File: src/lrelu_consts.svh
`ifndef LRELU_CONSTS_SVH
`define LRELU_CONSTS_SVH

// beat geometry
`define LRELU_UNITS     4
`define LRELU_GROUPS    2
`define LRELU_CHANNELS  4

// word widths
`define LRELU_IN_W      16
`define LRELU_COEF_W    16
`define LRELU_ACC_W     32
`define LRELU_OUT_W     8

// A and alpha carry 8 fraction bits, alpha is about 0.1
`define LRELU_FRAC      8
`define LRELU_ALPHA     26

// signed 8 bit output range
`define LRELU_SAT_MAX   127
`define LRELU_SAT_MIN   (-128)

// enabled cycles from accepted beat to m_valid
`define LRELU_LATENCY   4

`endif
File: src/lrelu_pkg.sv
`include "lrelu_consts.svh"

package lrelu_pkg;

  // raw input word from the conv engine
  typedef logic signed [`LRELU_IN_W-1:0] data_word_t;

  // A is Q8.8, B and D are plain integers
  typedef logic signed [`LRELU_COEF_W-1:0] coef_t;

  // wide enough that nothing wraps before the final clamp
  typedef logic signed [`LRELU_ACC_W-1:0] acc_t;

  typedef logic signed [`LRELU_OUT_W-1:0] out_word_t;

  // selects one of the per-channel A/B entries
  typedef logic [$clog2(`LRELU_CHANNELS)-1:0] chan_addr_t;

  // coefficient write order: D register, then A memory, then B memory
  typedef enum logic [1:0] {
    CFG_D,
    CFG_A,
    CFG_B
  } cfg_state_t;

endpackage

File: src/lrelu_config_ctrl.sv
`timescale 1ns/10ps
`include "lrelu_consts.svh"

module lrelu_config_ctrl (
  input  logic                  clk,
  input  logic                  reset,
  input  logic                  clken,
  input  logic                  config_valid,
  input  logic                  config_reset,
  output logic                  wr_d,
  output logic                  wr_a,
  output logic                  wr_b,
  output lrelu_pkg::chan_addr_t wr_addr
);

  lrelu_pkg::cfg_state_t state;
  lrelu_pkg::cfg_state_t state_next;
  lrelu_pkg::chan_addr_t addr;
  lrelu_pkg::chan_addr_t addr_next;
  logic                  cfg_beat;
  logic                  addr_last;

  // a config reset in the same cycle wins over the word on the port
  assign cfg_beat  = config_valid && clken && !config_reset;
  assign addr_last = (addr == lrelu_pkg::chan_addr_t'(`LRELU_CHANNELS - 1));

  always_comb begin
    state_next = state;
    addr_next  = addr;
    unique case (state)
      lrelu_pkg::CFG_D: begin
        // single D word per group, A memory follows from entry 0
        state_next = lrelu_pkg::CFG_A;
        addr_next  = '0;
      end
      lrelu_pkg::CFG_A: begin
        if (addr_last) begin
          state_next = lrelu_pkg::CFG_B;
          addr_next  = '0;
        end else begin
          addr_next = addr + 1'b1;
        end
      end
      default: begin
        // last B entry closes the sequence, next word is D again
        if (addr_last) begin
          state_next = lrelu_pkg::CFG_D;
          addr_next  = '0;
        end else begin
          addr_next = addr + 1'b1;
        end
      end
    endcase
  end

  always_ff @(posedge clk) begin
    if (reset || config_reset) begin
      state <= lrelu_pkg::CFG_D;
      addr  <= '0;
    end else if (cfg_beat) begin
      state <= state_next;
      addr  <= addr_next;
    end
  end

  assign wr_d    = cfg_beat && (state == lrelu_pkg::CFG_D);
  assign wr_a    = cfg_beat && (state == lrelu_pkg::CFG_A);
  assign wr_b    = cfg_beat && (state == lrelu_pkg::CFG_B);
  assign wr_addr = addr;

endmodule

File: config.mk
export PLATFORM = sky130hd
export DESIGN_NAME = lrelu_config_ctrl
export DESIGN_NICKNAME = d
export VERILOG_FILES = /design/src/lrelu_pkg.sv /design/src/lrelu_config_ctrl.sv
export VERILOG_INCLUDE_DIRS = /design/src
export SDC_FILE = /design/constraint.sdc
export NUM_CORES = 1
export LEC_CHECK = 0
export ABC_CLOCK_PERIOD_IN_PS = 1500
export CAP_MARGIN = 40
export CORE_AREA = 2 2 39 41
export CTS_CLUSTER_SIZE = 8
export DETAILED_ROUTE_END_ITERATION = 8
export DIE_AREA = 0 0 41 43
export DONT_BUFFER_PORTS = 1
export SYNTH_ARGS = -nofsm -noshare
export SYNTH_HDL_FRONTEND = slang
export SYNTH_SLANG_ARGS = --single-unit
File: constraint.sdc
create_clock -name clk -period 1.5 [get_ports clk]
set_input_delay 0 -clock clk [delete_from_list [all_inputs] [get_ports clk]]
set_output_delay 0 -clock clk [all_outputs]
set_load 0.1 [all_outputs]
==> impl_metrics.ini <==
[power]
power-per-cell-area_nw_per_um2 = 647.4
ir_drop_mv = 0.3775
fin_total_pwr_mw = 0.2843
p_leak_nw = 0.1523

[yosys]
synth_edf_count = 0
synth_area_leaders = dfxtp_1 (31%), nor4b_1 (10%), o32ai_2 (6.3%)
yosysTopAreaCell = dfxtp_1
synthCells = 25
syn-cell-area_um2 = 259.0
synth_nets = 31
ys_types = 19
yosys.area.top_type_share_pct = 30.92
yosysSeqAreaShare_pct = 30.92
yosys_warnings = 0
synth_most_common_cell = dfxtp_1
ys.flop_type = dfxtp_1
async_flop_share_pct = 0
synth_common_cells = dfxtp_1 (4), nor4b_1 (3), or2_1 (2)
ys_seq_elements = 4
synth.avg_cell_area_um2 = 10.36

[run]
drv_cap = 0

[global_route]
antenna_found_initial = 0
gr-total-overflow = 0
grt_use_total_pct = 7.515
grt_pass1_vias = 227
grt_pass1_wl_um = 924
grt_max_degree = 9

[routing]
drc = 0
via_per_inst = 4.906
wl_per_cell_um = 12.68
totalWireLength_um = 672
antenna_left = 0
drt-initial-drc-count = 6
vias = 260
drtPass1Iterations = 3

[worst_setup_path]
crit_end = wr_addr[1]
reg2reg_depth = 4
cp-start-kind = flip-flop
cp-end-kind = flip-flop
path_class = flip-flop to flip-flop
r2r_slack_ns = 0.05
r2r_end = wr_addr[1]
r2r_start = wr_addr[0]
arrival_ns = 1.60
crit_fanout = 2
critPathRequiredTime_ns = 1.66
crit_path_start = wr_addr[0]

[clock_tree]
clk_latency_ns = 0.23
clkTransAtPathRegs_ns = 0.04
cts.htree.levels = 1
cts-resized-gates = 0
root_buffer = clkbuf_4
cts_setup_buffers = 0
numCtsBuffers = 3
clockBufferDepth = 2
cts.sinks = 4
cts_tree = built

[placed_design]
place_congestion = 0.6505
portBuffers = 0
post-dp-hpwl_um = 468.5
dp.cells = 45

[die]
die-area_um2 = 1763
die_y_um = 43
pin_count = 10
core-area_um2 = 1384
start_util_pct = 18.72
num_rows = 14
die_w_um = 41

[finish]
area_delta_synth_final_pct = 69.57
instances_no_fill = 53
num-nets-final = 45
drive_gt1_share_pct = 45.95
diodes = 0
fillerInstances = 143

[timing]
tns_ns = 0
max_slew_margin_pct = 78.02
rsz0062_at_grt = false
finalCritPeriodShare_pct = 96.51
hold_violations = 0
fmax_ghz = 0.6908
worst_hold_slack_ns = 0.02720
clock_skew_ns = 0.001546
setup_violations = 0
tightest_slew_ns = 0.3288
min_period_ns = 1.448
report.final.slew_viol_count = 0

[hold_path]
hold_start = reset
hold_path.class = input pin to flip-flop

[outcome]
status = completed
==> layout by cell type (no fill, tap or decap), drive strengths merged <==
cell type | Yosys | layout
and4bb | 1 | 1
nor3b | 1 | 1
a21bo | 1 | 1
mux2 | 1 | 1
nor4b | 3 | 3
or3b | 1 | 1
clkbuf | 0 | 3
o2111ai | 1 | 1
and3 | 1 | 1
nand2 | 1 | 1
o32ai | 1 | 1
nor2 | 1 | 1
ha | 1 | 1
a21oi | 1 | 1
a32o | 1 | 1
or2 | 2 | 2
nor3 | 1 | 1
a211oi | 1 | 1
dfxtp | 4 | 4
buf | 1 | 5
dlygate4sd3 | 0 | 5
==> final cells by class <==
cell class / instances / area [um^2] / area share, %
tap: 16 / 20.02 / 4.558
multi-input combinational: 20 / 209.0 / 47.58
sequential: 4 / 87.58 / 19.94
timing repair buffer: 10 / 100.1 / 22.79
clock buffer: 3 / 22.52 / 5.128
==> cells by family after synthesis <==
| family | synth area share [%] |
|---|---|
| AO/OA/AOI/OAI | 22.22 |
| multiplexers | 4.348 |
| flip-flops | 30.92 |
| AND/OR/NAND/NOR | 33.33 |
| adder cells (fa/ha/maj) | 4.830 |
| buffers and inverters | 4.348 |
==> sequential cells by signal, summed over array words and instances (netlist names) <==
name     count
state        2
wr_addr      2
==> through the flow <==
stage	util [%]	cell area, um^2	setup WS (ns)
6_report	31.74	439.2	0.05239
3_5_place_dp	26.49	366.6	0.3549
3_3_place_gp	26.49	366.6	0.3679
5_1_grt	31.74	439.2	0.005400
2_1_floorplan	-	290.3	-0.5820
4_1_cts	31.74	439.2	0.03832
==> routing by layer <==
metal | GRT usage [%] | share of wire [%] | vias to the layer above
li1 | - | - | 131
met1 | 10.54 | 51 | 122
met2 | 9.688 | 43 | 7
met3 | 4.188 | 6.3 | 0
met4 | 2.000 | 0 | 0
met5 | 0 | 0 | -
==> worst max-delay path: stages (launching register included) <==
cell and delay [ns]:
dfxtp_4 0.33, ha_1 0.27, o2111ai_1 0.08, dlygate4sd3_1 0.56
a21oi_1 0.13
==> report_power, final <==
| part | switching [mW] | internal (mW) |
|---|---|---|
| clock network | 0.0460 | 0.0897 |
| logic | 0.0226 | 0.0194 |
| registers | 0.00214 | 0.105 |
| total | 0.0707 | 0.214 |
==> timing repair <==
item / CTS / global route
hold buffers: 5 / 0
endpoints found under the setup margin: 0 / 0
endpoints found under the hold margin: 2 / 0
==> how the worst min path moves through the flow <==
stage	to	cells past startpoint	slack [ns]
after floorplan	wr_addr[1]	2	0.17
after detailed placement	wr_d	2	0.18
after global placement	wr_addr[1]	2	0.18
final	wr_addr[0]	2	0.03
after global routing	wr_addr[0]	2	0.03
after CTS	wr_addr[0]	2	0.02
Note: power is estimated with default switching activity, not from simulation.
