File: config.mk
export PLATFORM = sky130hd
export DESIGN_NAME = lrelu_activation_stage
export DESIGN_NICKNAME = d
export VERILOG_FILES = /design/src/lrelu_pkg.sv /design/src/lrelu_activation_stage.sv
export VERILOG_INCLUDE_DIRS = /design/src
export SDC_FILE = /design/constraint.sdc
export NUM_CORES = 2
export LEC_CHECK = 0
export BUFFER_PORTS_ARGS = -buffer_cell sky130_fd_sc_hd__buf_2
export CAP_MARGIN = 20
export CELL_PAD_IN_SITES_DETAIL_PLACEMENT = 1
export CELL_PAD_IN_SITES_GLOBAL_PLACEMENT = 2
export CORE_UTILIZATION = 42
export CTS_BUF_LIST = sky130_fd_sc_hd__clkbuf_16
export CTS_CLUSTER_DIAMETER = 100
export DETAILED_ROUTE_END_ITERATION = 8
export PLACE_DENSITY_LB_ADDON = 0.05
export SLEW_MARGIN = 20
export SYNTH_ARGS = -nofsm -noshare
export SYNTH_HDL_FRONTEND = slang
export SYNTH_SLANG_ARGS = --single-unit
File: constraint.sdc
create_clock -name clk -period 11.2 [get_ports clk]
set_input_delay 1.68 -clock clk [delete_from_list [all_inputs] [get_ports clk]]
set_output_delay 1.68 -clock clk [all_outputs]
set_load 0.005 [all_outputs]
File: src/lrelu_consts.svh
`ifndef LRELU_CONSTS_SVH
`define LRELU_CONSTS_SVH

// beat geometry
`define LRELU_UNITS     4
`define LRELU_GROUPS    2
`define LRELU_CHANNELS  4

// word widths
`define LRELU_IN_W      16
`define LRELU_COEF_W    16
`define LRELU_ACC_W     32
`define LRELU_OUT_W     8

// A and alpha carry 8 fraction bits, alpha is about 0.1
`define LRELU_FRAC      8
`define LRELU_ALPHA     26

// signed 8 bit output range
`define LRELU_SAT_MAX   127
`define LRELU_SAT_MIN   (-128)

// enabled cycles from accepted beat to m_valid
`define LRELU_LATENCY   4

`endif
File: src/lrelu_pkg.sv
`include "lrelu_consts.svh"

package lrelu_pkg;

  // raw input word from the conv engine
  typedef logic signed [`LRELU_IN_W-1:0] data_word_t;

  // A is Q8.8, B and D are plain integers
  typedef logic signed [`LRELU_COEF_W-1:0] coef_t;

  // wide enough that nothing wraps before the final clamp
  typedef logic signed [`LRELU_ACC_W-1:0] acc_t;

  typedef logic signed [`LRELU_OUT_W-1:0] out_word_t;

  // selects one of the per-channel A/B entries
  typedef logic [$clog2(`LRELU_CHANNELS)-1:0] chan_addr_t;

  // coefficient write order: D register, then A memory, then B memory
  typedef enum logic [1:0] {
    CFG_D,
    CFG_A,
    CFG_B
  } cfg_state_t;

endpackage

File: src/lrelu_activation_stage.sv
`timescale 1ns/10ps
`include "lrelu_consts.svh"

module lrelu_activation_stage (
  input  logic                                                  clk,
  input  logic                                                  reset,
  input  logic                                                  clken,
  input  logic                                                  aff_valid,
  input  logic                                                  aff_lrelu,
  input  lrelu_pkg::acc_t [`LRELU_GROUPS*`LRELU_UNITS-1:0]      aff_data,
  input  lrelu_pkg::coef_t [`LRELU_GROUPS-1:0]                  d_coefs,
  output logic                                                  m_valid,
  output lrelu_pkg::out_word_t [`LRELU_GROUPS*`LRELU_UNITS-1:0] m_data
);

  lrelu_pkg::acc_t      leaky  [`LRELU_GROUPS*`LRELU_UNITS];
  lrelu_pkg::acc_t      biased [`LRELU_GROUPS*`LRELU_UNITS];
  lrelu_pkg::out_word_t clamped[`LRELU_GROUPS*`LRELU_UNITS];
  logic                 leaky_valid;

  always_ff @(posedge clk) begin
    if (reset) begin
      leaky_valid <= 1'b0;
      m_valid     <= 1'b0;
    end else if (clken) begin
      leaky_valid <= aff_valid;
      m_valid     <= leaky_valid;
    end
  end

  // negative words of an lrelu beat are scaled by alpha/256
  always_ff @(posedge clk) begin
    if (clken) begin
      for (int i = 0; i < `LRELU_GROUPS*`LRELU_UNITS; i++) begin
        if (aff_lrelu && aff_data[i][`LRELU_ACC_W-1]) begin
          leaky[i] <= ($signed(aff_data[i]) * lrelu_pkg::acc_t'(`LRELU_ALPHA)) >>> `LRELU_FRAC;
        end else begin
          leaky[i] <= aff_data[i];
        end
      end
    end
  end

  // D only changes between jobs, so it is taken straight from the store
  always_comb begin
    for (int g = 0; g < `LRELU_GROUPS; g++) begin
      for (int u = 0; u < `LRELU_UNITS; u++) begin
        biased[g*`LRELU_UNITS+u] = leaky[g*`LRELU_UNITS+u]
                                 + lrelu_pkg::acc_t'($signed(d_coefs[g]));
      end
    end
  end

  // clamp to the signed 8 bit range
  always_comb begin
    for (int i = 0; i < `LRELU_GROUPS*`LRELU_UNITS; i++) begin
      if (biased[i] > `LRELU_SAT_MAX) begin
        clamped[i] = lrelu_pkg::out_word_t'(`LRELU_SAT_MAX);
      end else if (biased[i] < `LRELU_SAT_MIN) begin
        clamped[i] = lrelu_pkg::out_word_t'(`LRELU_SAT_MIN);
      end else begin
        clamped[i] = lrelu_pkg::out_word_t'(biased[i]);
      end
    end
  end

  always_ff @(posedge clk) begin
    if (clken) begin
      for (int i = 0; i < `LRELU_GROUPS*`LRELU_UNITS; i++) begin
        m_data[i] <= clamped[i];
      end
    end
  end

endmodule

==> impl_metrics.ini <==
[final_layout]
nNetsFinal = 7515
final_area_mm2 = 0.05419
register_area_mm2 = 0.009649
syn_to_final_growth_pct = 10.31
drive_gt1_share_pct = 8.794
final_cells = 7691
final.fill_count = 14050
multiInputGateArea_mm2 = 0.03495

[synthesis]
ys_seq_area_share_pct = 19.64
syn-cell-area_mm2 = 0.04912
yosys.cell_count.top_type = inv_1
yosys-top-cells-area = ha_1 (23%), edfxtp_1 (20%), inv_1 (8.5%)
synth_enable_flop_cells = 320
postSynthCellCount = 5805
synth_top_area_cell = ha_1
synth_top_area_share_pct = 22.82
synth-seq-cells = 322
synthTopCellsByCount = inv_1 (1,115), ha_1 (896), nand2_1 (431), a21oi_1 (328), o21ai_0 (327)
synth_nets = 7202
syn_avg_cell_area_um2 = 8.462
synth_cell_types = 106
ys.flop_type = edfxtp_1
yosysWarnings = 0
async_reset_ff_share_pct = 0

[clocking]
path_clk_slew_ns = 0.06
clkLatencyLatePin_ns = 0.62
hold_buffers = 0
cts_tree = done
cts-root-buf = clkbuf_16
cts_resized = 0
clk_path_buf_depth = 3
cts_setup_buffers = 0
cts_sinks = 322
htreeDepth = 2
cts_buffers = 45

[detailed_routing]
dr.pass1.iters = 5
wirelength_um = 146000
wl_per_cell_um = 18.98
vias_per_cell = 5.451
num_vias = 41930
drc = 0
drtAntennaViolNets = 0
drt_iter0_drc = 1507

[worst_setup_path]
worst_setup_path_end_kind = flip-flop
start_kind = input pin
arrival_ns = 6.40
critical_path_required_ns = 11.54
crit_type = in -> reg
crit_fanout = 9
reg2reg_slack_ns = 6.40

[power]
leakage_nw = 26.73
powerDensity_mw_per_mm2 = 175.5
ir_drop_mv = 0.1142

[die]
ioPinCount = 358
dieArea_mm2 = 0.1183
die-width_um = 344.0
fp.dieH_um = 344.0
start_util_pct = 42.33
rows = 125
core_mm2 = 0.1160

[sta]
slew_viol_final = 0
finalCriticalPeriod_ns = 6.065
fin_skew_ns = 0.01347
hold_viol = 0
hold_slack_ns = 0.4984
fin_crit_sh_pct = 54.15
setup_tns_ns = 0
relSlewSlack_pct = 23.31
max_freq_mhz = 164.9
tightestPinTransition_ns = 1.138
final.setup.worst_slack_ns = 5.135
rsz0062_at_grt = no
setup_viol = 0

[placed_design]
post-place-ws_ns = 4.585
placedInstanceArea_mm2 = 0.05263
io_buffer_count = 357
hpwlAfterDp_um = 122100
place.gp.congestion = 0.8761
dp.cells = 7595

[global_route]
gr-total-overflow = 0
track_usage_pct = 24.37
grt_pass1_vias = 42960
grt_max_degree = 97
antenna_found_initial = 41
grt_pass1_wl_um = 229800

[hold_path]
hp-class = reg -> reg

[flow_run]
drv_cap = 0

[outcome]
status = finished clean
[logic make-up (layout without fill, tap and decap cells)]
family | after synthesis | after routing | share of synthesized area, %
muxes | 13 | 13 | 0.2776
buffers and inverters | 1222 | 1569 | 9.358
other | 0 | 15 | 0
DFF | 322 | 322 | 19.64
and+or+nand+nor | 1372 | 1372 | 13.79
adders and majority gates | 1104 | 1104 | 31.30
xor gates and xnor gates | 353 | 353 | 6.294
AOI/OAI and AO/OA | 1419 | 1419 | 19.34
[layer usage]
layer | routed length, µm | vias to the layer above | global-route usage, %
li1 | - | 20950 | -
met1 | 65110 | 20160 | 30.51
met2 | 68890 | 557 | 41.80
met3 | 6938 | 221 | 4.828
met4 | 4831 | 40 | 7.863
met5 | 228 | - | 0
[through the flow]
stage | util (%) | total power (W)
2_1_floorplan | - | 0.006350
3_3_place_gp | 45.35 | 0.007901
3_5_place_dp | 45.35 | 0.008019
4_1_cts | 46.66 | 0.009599
5_1_grt | 46.68 | 0.01038
6_report | 46.69 | 0.009510
[critical path, cell delays in order]
cell      delay [ns]
buf_2           0.12
ha_1            0.30
ha_1            0.28
inv_1           0.05
fa_1            0.49
inv_1           0.04
ha_1            0.27
o21ai_0         0.11
a221oi_1        0.61
a311oi_2        0.26
a211oi_1        0.72
and4_1          0.31
o21a_1          0.21
o31ai_2         0.11
a211oi_1        0.29
o31ai_1         0.12
nand3_1         0.25
o21ai_0         0.15
[worst paths after layout]
check / from / end / depth (start not counted)
min reg2reg: m_valid / m_valid / 2
max reg2reg: leaky[0][32] / m_data[8] / 13
min: m_valid / m_valid / 2
max: aff_data[194] / leaky[1][89] / 18
[report_power, final]
group	internal [W]	leakage (nW)	switching, W
registers	0.00184	3.13	0.000164
logic	0.00242	22.9	0.00357
clock network	0.000882	0.753	0.000628
total	0.00514	26.7	0.00437
[final cells by class]
cell class	count	area share, %
diodes	15	0.06927
clock buffers	45	2.078
clock inverters	36	0.7319
inverters	1115	7.724
multi-input cells	4261	64.51
flip-flops and latches	322	17.81
well taps	1524	3.519
repair buffers	373	3.565
[sequential cells by signal, indices dropped and copies added, names as in the netlist]
signal and cells:
leaky 256, leaky_valid 1, m_valid 1, m_data 64
[cell usage in the layout (no fill, tap or decap), drive strengths merged, types with 16 or more instances in the layout]
cell / count
nand3: 102
and3: 50
a2111oi: 22
xor2: 131
a31o: 22
buf: 373
o31a: 16
a211oi: 54
o21bai: 44
o41ai: 18
nor2: 259
nor4: 49
a221oi: 23
inv: 1126
a21boi: 18
o211ai: 33
a21oi: 329
nor3: 132
o31ai: 80
or3: 35
nor2b: 67
nand2: 431
ha: 896
a21o: 191
and2: 31
o21ai: 346
o21a: 75
edfxtp: 320
fa: 208
nand4: 78
nand2b: 49
a31oi: 31
clkbuf: 45
xnor2: 222
(Power assumes the default switching activity.)
