### src/lrelu_consts.svh
`ifndef LRELU_CONSTS_SVH
`define LRELU_CONSTS_SVH

// beat geometry
`define LRELU_UNITS     4
`define LRELU_GROUPS    2
`define LRELU_CHANNELS  4

// word widths
`define LRELU_IN_W      16
`define LRELU_COEF_W    16
`define LRELU_ACC_W     32
`define LRELU_OUT_W     8

// A and alpha carry 8 fraction bits, alpha is about 0.1
`define LRELU_FRAC      8
`define LRELU_ALPHA     26

// signed 8 bit output range
`define LRELU_SAT_MAX   127
`define LRELU_SAT_MIN   (-128)

// enabled cycles from accepted beat to m_valid
`define LRELU_LATENCY   4

`endif
### src/lrelu_pkg.sv
`include "lrelu_consts.svh"

package lrelu_pkg;

  // raw input word from the conv engine
  typedef logic signed [`LRELU_IN_W-1:0] data_word_t;

  // A is Q8.8, B and D are plain integers
  typedef logic signed [`LRELU_COEF_W-1:0] coef_t;

  // wide enough that nothing wraps before the final clamp
  typedef logic signed [`LRELU_ACC_W-1:0] acc_t;

  typedef logic signed [`LRELU_OUT_W-1:0] out_word_t;

  // selects one of the per-channel A/B entries
  typedef logic [$clog2(`LRELU_CHANNELS)-1:0] chan_addr_t;

  // coefficient write order: D register, then A memory, then B memory
  typedef enum logic [1:0] {
    CFG_D,
    CFG_A,
    CFG_B
  } cfg_state_t;

endpackage

### src/lrelu_coef_store.sv
`timescale 1ns/10ps
`include "lrelu_consts.svh"

module lrelu_coef_store (
  input  logic                                    clk,
  input  logic                                    reset,
  input  logic                                    clken,
  input  logic                                    config_reset,
  input  logic                                    wr_d,
  input  logic                                    wr_a,
  input  logic                                    wr_b,
  input  lrelu_pkg::chan_addr_t                   wr_addr,
  input  lrelu_pkg::coef_t [`LRELU_GROUPS-1:0]    config_data,
  input  logic                                    s_valid,
  output lrelu_pkg::coef_t [`LRELU_GROUPS-1:0]    a_coefs,
  output lrelu_pkg::coef_t [`LRELU_GROUPS-1:0]    b_coefs,
  output lrelu_pkg::coef_t [`LRELU_GROUPS-1:0]    d_coefs
);

  lrelu_pkg::coef_t      a_mem [`LRELU_GROUPS][`LRELU_CHANNELS];
  lrelu_pkg::coef_t      b_mem [`LRELU_GROUPS][`LRELU_CHANNELS];
  lrelu_pkg::coef_t      d_reg [`LRELU_GROUPS];
  lrelu_pkg::chan_addr_t rd_ptr;

  // every group takes its own word of config_data on the same strobe
  always_ff @(posedge clk) begin
    for (int g = 0; g < `LRELU_GROUPS; g++) begin
      if (wr_a) begin
        a_mem[g][wr_addr] <= config_data[g];
      end
      if (wr_b) begin
        b_mem[g][wr_addr] <= config_data[g];
      end
      if (wr_d) begin
        d_reg[g] <= config_data[g];
      end
    end
  end

  // channel rotation, one step per accepted data beat
  always_ff @(posedge clk) begin
    if (reset || config_reset) begin
      rd_ptr <= '0;
    end else if (clken && s_valid) begin
      if (rd_ptr == lrelu_pkg::chan_addr_t'(`LRELU_CHANNELS - 1)) begin
        rd_ptr <= '0;
      end else begin
        rd_ptr <= rd_ptr + 1'b1;
      end
    end
  end

  // asynchronous read so the beat at the port sees its own channel
  always_comb begin
    for (int g = 0; g < `LRELU_GROUPS; g++) begin
      a_coefs[g] = a_mem[g][rd_ptr];
      b_coefs[g] = b_mem[g][rd_ptr];
      d_coefs[g] = d_reg[g];
    end
  end

endmodule

### config.mk
export PLATFORM = sky130hd
export DESIGN_NAME = lrelu_coef_store
export DESIGN_NICKNAME = d
export VERILOG_FILES = /design/src/lrelu_pkg.sv /design/src/lrelu_coef_store.sv
export VERILOG_INCLUDE_DIRS = /design/src
export SDC_FILE = /design/constraint.sdc
export NUM_CORES = 1
export LEC_CHECK = 0
export ABC_AREA = 1
export CORE_ASPECT_RATIO = 1.1
export CORE_MARGIN = 3
export CORE_UTILIZATION = 45
export CTS_BUF_LIST = sky130_fd_sc_hd__clkbuf_16
export DETAILED_ROUTE_END_ITERATION = 7
export DONT_BUFFER_PORTS = 1
export GPL_ROUTABILITY_DRIVEN = 0
export PLACE_DENSITY = 0.58
export SYNTH_ARGS = -nofsm -noshare
export SYNTH_HDL_FRONTEND = slang
export SYNTH_SLANG_ARGS = --single-unit
### constraint.sdc
create_clock -name clk -period 3.4 [get_ports clk]
set_input_delay 0.34 -clock clk [delete_from_list [all_inputs] [get_ports clk]]
set_output_delay 0.34 -clock clk [all_outputs]
set_load 0.02 [all_outputs]
==> impl_summary.txt <==
----------------------------------------------------
[Timing]
  Least-Margin Pin Slew ... between 0.9 and 1 ns
  Timing-limited maximum frequency ... between 300 and 400 MHz
  Clock skew ... around 0.0033 ns
  Final period utilization ... roughly four fifths
  Setup repair after global routing missed its margin ... false
  Summed negative setup slack over all endpoints ... 0 ns
  Time the worst path needs with I/O delays and setup ... between 2 and 3 ns
  Total of endpoints with negative setup slack in the final report ... 0
  Number of max-slew violations in the final report ... 0
  Final Hold Fails ... 0
  Slew HR ... a little under two fifths

[Worst setup path]
  Cell family contributing the most delay on the critical path ... buffers and inverters
  Number of buffers and inverters on the critical path ... 2
  Endpoint required time on the critical path ... between 3 and 4 ns
  Cell type with the highest occurrence count on the critical path ... nand2_1
  Type of destination of the critical path ... output pin
  Arrival time reported for the critical path endpoint ... around 2.3 ns
  Largest driver fanout on the critical path ... a little under 80
  Series of cell instances along the critical path ... inv_4 -> buf_4 -> nand2_1 -> nand3_1 -> nand2_1
  Kind of start point of the critical path ... flip-flop
  Slowest library cell on the worst path ... inv_4
  Critical Setup Path Class ... flip-flop to output pin
  Slowest Stage Delay on Critical Path ... slightly below 0.6 ns

[Logic synthesis]
  Syn nets ... ~1100
  Unique cell type count in the Yosys netlist ... 12
  Count of warnings emitted by yosys ... 0
  Seq/Total Area, Yosys ... about 73%
  Synth Register Bits ... 290
  Cell count after synthesis ... between 1000 and 1500
  Post-synthesis cell area ... between 10000 and 15000 um2
  Average size of a mapped cell ... between 10 and 15 um2

[Final layout]
  Util after Layout ... a little over half
  Synthesis-to-finish area growth ... 13.9%
  Filler Cell Count ... roughly 2200
  Seq. cell area ... 8700 um2
  Fin nets ... roughly 1100
  Multi-input gate area ... about 2000 um2
  Share of layout cells above drive strength 1 ... under 10%

[Clocking]
  Buffer levels on the longest clock path ... 3
  Clock tree from TritonCTS ... built
  # clock sinks ... just under 300
  CTS buffer count ... 30
  Post-CTS setup buffer count ... 0
  Hold buffer count at cts ... 35
  Clock-pin slew on the worst setup and hold paths ... 0.06 ns
  Maximum level of the CTS H-tree ... 1
  Later-pin clock latency in the skew report ... roughly 0.54 ns
  Post-cts sizing count ... 0
  Buffer cell driving the clock tree root ... clkbuf_16

[Placement]
  # port buffers ... 0
  Sum of net half-perimeters after detailed placement ... around 14000 um

[Floorplan]
  Die height ... approximately 180 um
  Initial core utilization ... ~46%
  Die Wd ... between 150 and 200 um
  Top Ports ... approximately 140
  Placeable Area ... ~26000 um2
  DIE AREA ... 28300 um2
  Standard-cell row count ... 61

[Global routing]
  Number of global-route vias before repair ... a little under 7000
  Global-route wire length before repair ... 38900 um
  Remaining global-route overflow ... 0
  All-Layer GR Usage ... around 18%
  Pin count of the biggest net entering global routing ... 83
  Number of antenna violations at the first check in global routing ... 1

[Job]
  Number of violations of the max-capacitance limit ... 0

[Outcome]
  Status ... complete, no violations

[Detailed routing]
  Detail Route Antenna Nets ... 0
  Final WL ... around 25000 um
  Total via count after detailed routing ... just under 7000
  First drt pass iteration count ... 6
  Count of unresolved DRC violations after routing ... 0
  Iter 0 DRT Violations ... between 400 and 500
  Avg WL per Cell ... ~17 um
  DR vias/cell ... ~4.7

[Power and ir drop]
  Worst ir drop on vdd ... 0.000443 V
  Power density over the cells ... 565 nW/um2
  Cell leakage power ... ~6 nW
  Post-route total power ... between 7 and 8 mW

[Min path]
  Tightest Hold Check Type ... input pin to flip-flop

----------------------------------------------------
-- cells in the final DEF (no fill, tap or decap), drive strengths merged --
master	n
nand2	325
edfxtp	288
inv	268
nand3	128
dlygate4sd3	34
clkbuf	31
buf	19
clkinv	14
nor3	8
nor2	6
dfxtp	2
diode	1
ha	1
clkinvlp	1
-- final cells by class --
| class | count | area share, % |
|---|---|---|
| inverters | 262 | 7.31 |
| well taps | 346 | 3.21 |
| multi-input cells | 468 | 14.7 |
| flip-flops and latches | 290 | 64.5 |
| clock inverters | 21 | 0.687 |
| repair buffers | 53 | 3.86 |
| diodes | 1 | 0.0186 |
| clock buffers | 31 | 5.75 |
-- kinds of logic (layout without fill, tap and decap cells) --
family	count (synthesis)	after routing	synth area share [%]
other	0	1	0
flip-flops	290	290	73.4
adder cells (fa/ha/maj)	1	1	0.106
AND/OR/NAND/NOR	467	467	16.2
buffers and inverters	304	367	10.2
-- synth_stat cells (all sizes together) --
| cell type | count | area, um2 |
|---|---|---|
| nand3 | 128 | 641 |
| edfxtp | 288 | 8650 |
| nor2 | 6 | 22.5 |
| nand2 | 325 | 1220 |
| nor3 | 8 | 40.0 |
| inv | 262 | 983 |
| buf | 36 | 205 |
| clkbuf | 6 | 22.5 |
| dfxtp | 2 | 40.0 |
| ha | 1 | 12.5 |
-- routing by layer --
| layer | up-vias | GRT usage, % | wire length, um |
|---|---|---|---|
| met5 | - | 0 | 0 |
| met1 | 3295 | 22.5 | 10800 |
| met4 | 0 | 4.52 | 529 |
| met3 | 36 | 4.04 | 1430 |
| li1 | 3438 | - | - |
| met2 | 154 | 30.9 | 12500 |
-- final timing paths --
check / from / cells after the start / slack, ns / endpoint
hold / removal: wr_addr[0] / 1 / 0.03 / a_mem[0][126]
setup / recovery: rd_ptr[0] / 5 / 0.75 / a_coefs[5]
setup reg to reg: rd_ptr[0] / 5 / 1.66 / rd_ptr[0]
hold reg to reg: rd_ptr[1] / 4 / 0.95 / rd_ptr[1]
-- metrics by stage --
| step | hold slack, ns | cell area [um2] | setup slack [ns] | instances |
|---|---|---|---|---|
| after global routing | 0.00891 | 13500 | 0.562 | 1472 |
| after global placement | 0.439 | 12300 | 1.27 | 1384 |
| after floorplan | 0.439 | 11800 | 0.297 | 1062 |
| after detailed placement | 0.439 | 12300 | 1.25 | 1384 |
| after CTS | 0.0100 | 13500 | 0.665 | 1471 |
| final | 0.0320 | 13500 | 0.748 | 1472 |
-- where the power goes --
| part | internal, mW | total (mW) | switching [mW] | leakage (nW) |
|---|---|---|---|---|
| combinational | 0.123 | 0.513 | 0.390 | 2.76 |
| clock | 1.63 | 2.89 | 1.26 | 0.448 |
| sequential | 4.14 | 4.22 | 0.0825 | 2.68 |
| total | 5.89 | 7.62 | 1.73 | 5.89 |
-- worst reg2reg max path, delay by kind of cell (launching register included) --
family | cells | cell delay [ns]
buffers and inverters | 1 | 0.73
AND/OR/NAND/NOR | 3 | 0.24
adder cells (fa/ha/maj) | 1 | 0.29
flip-flops | 1 | 0.36
(Power assumes the default switching activity.)
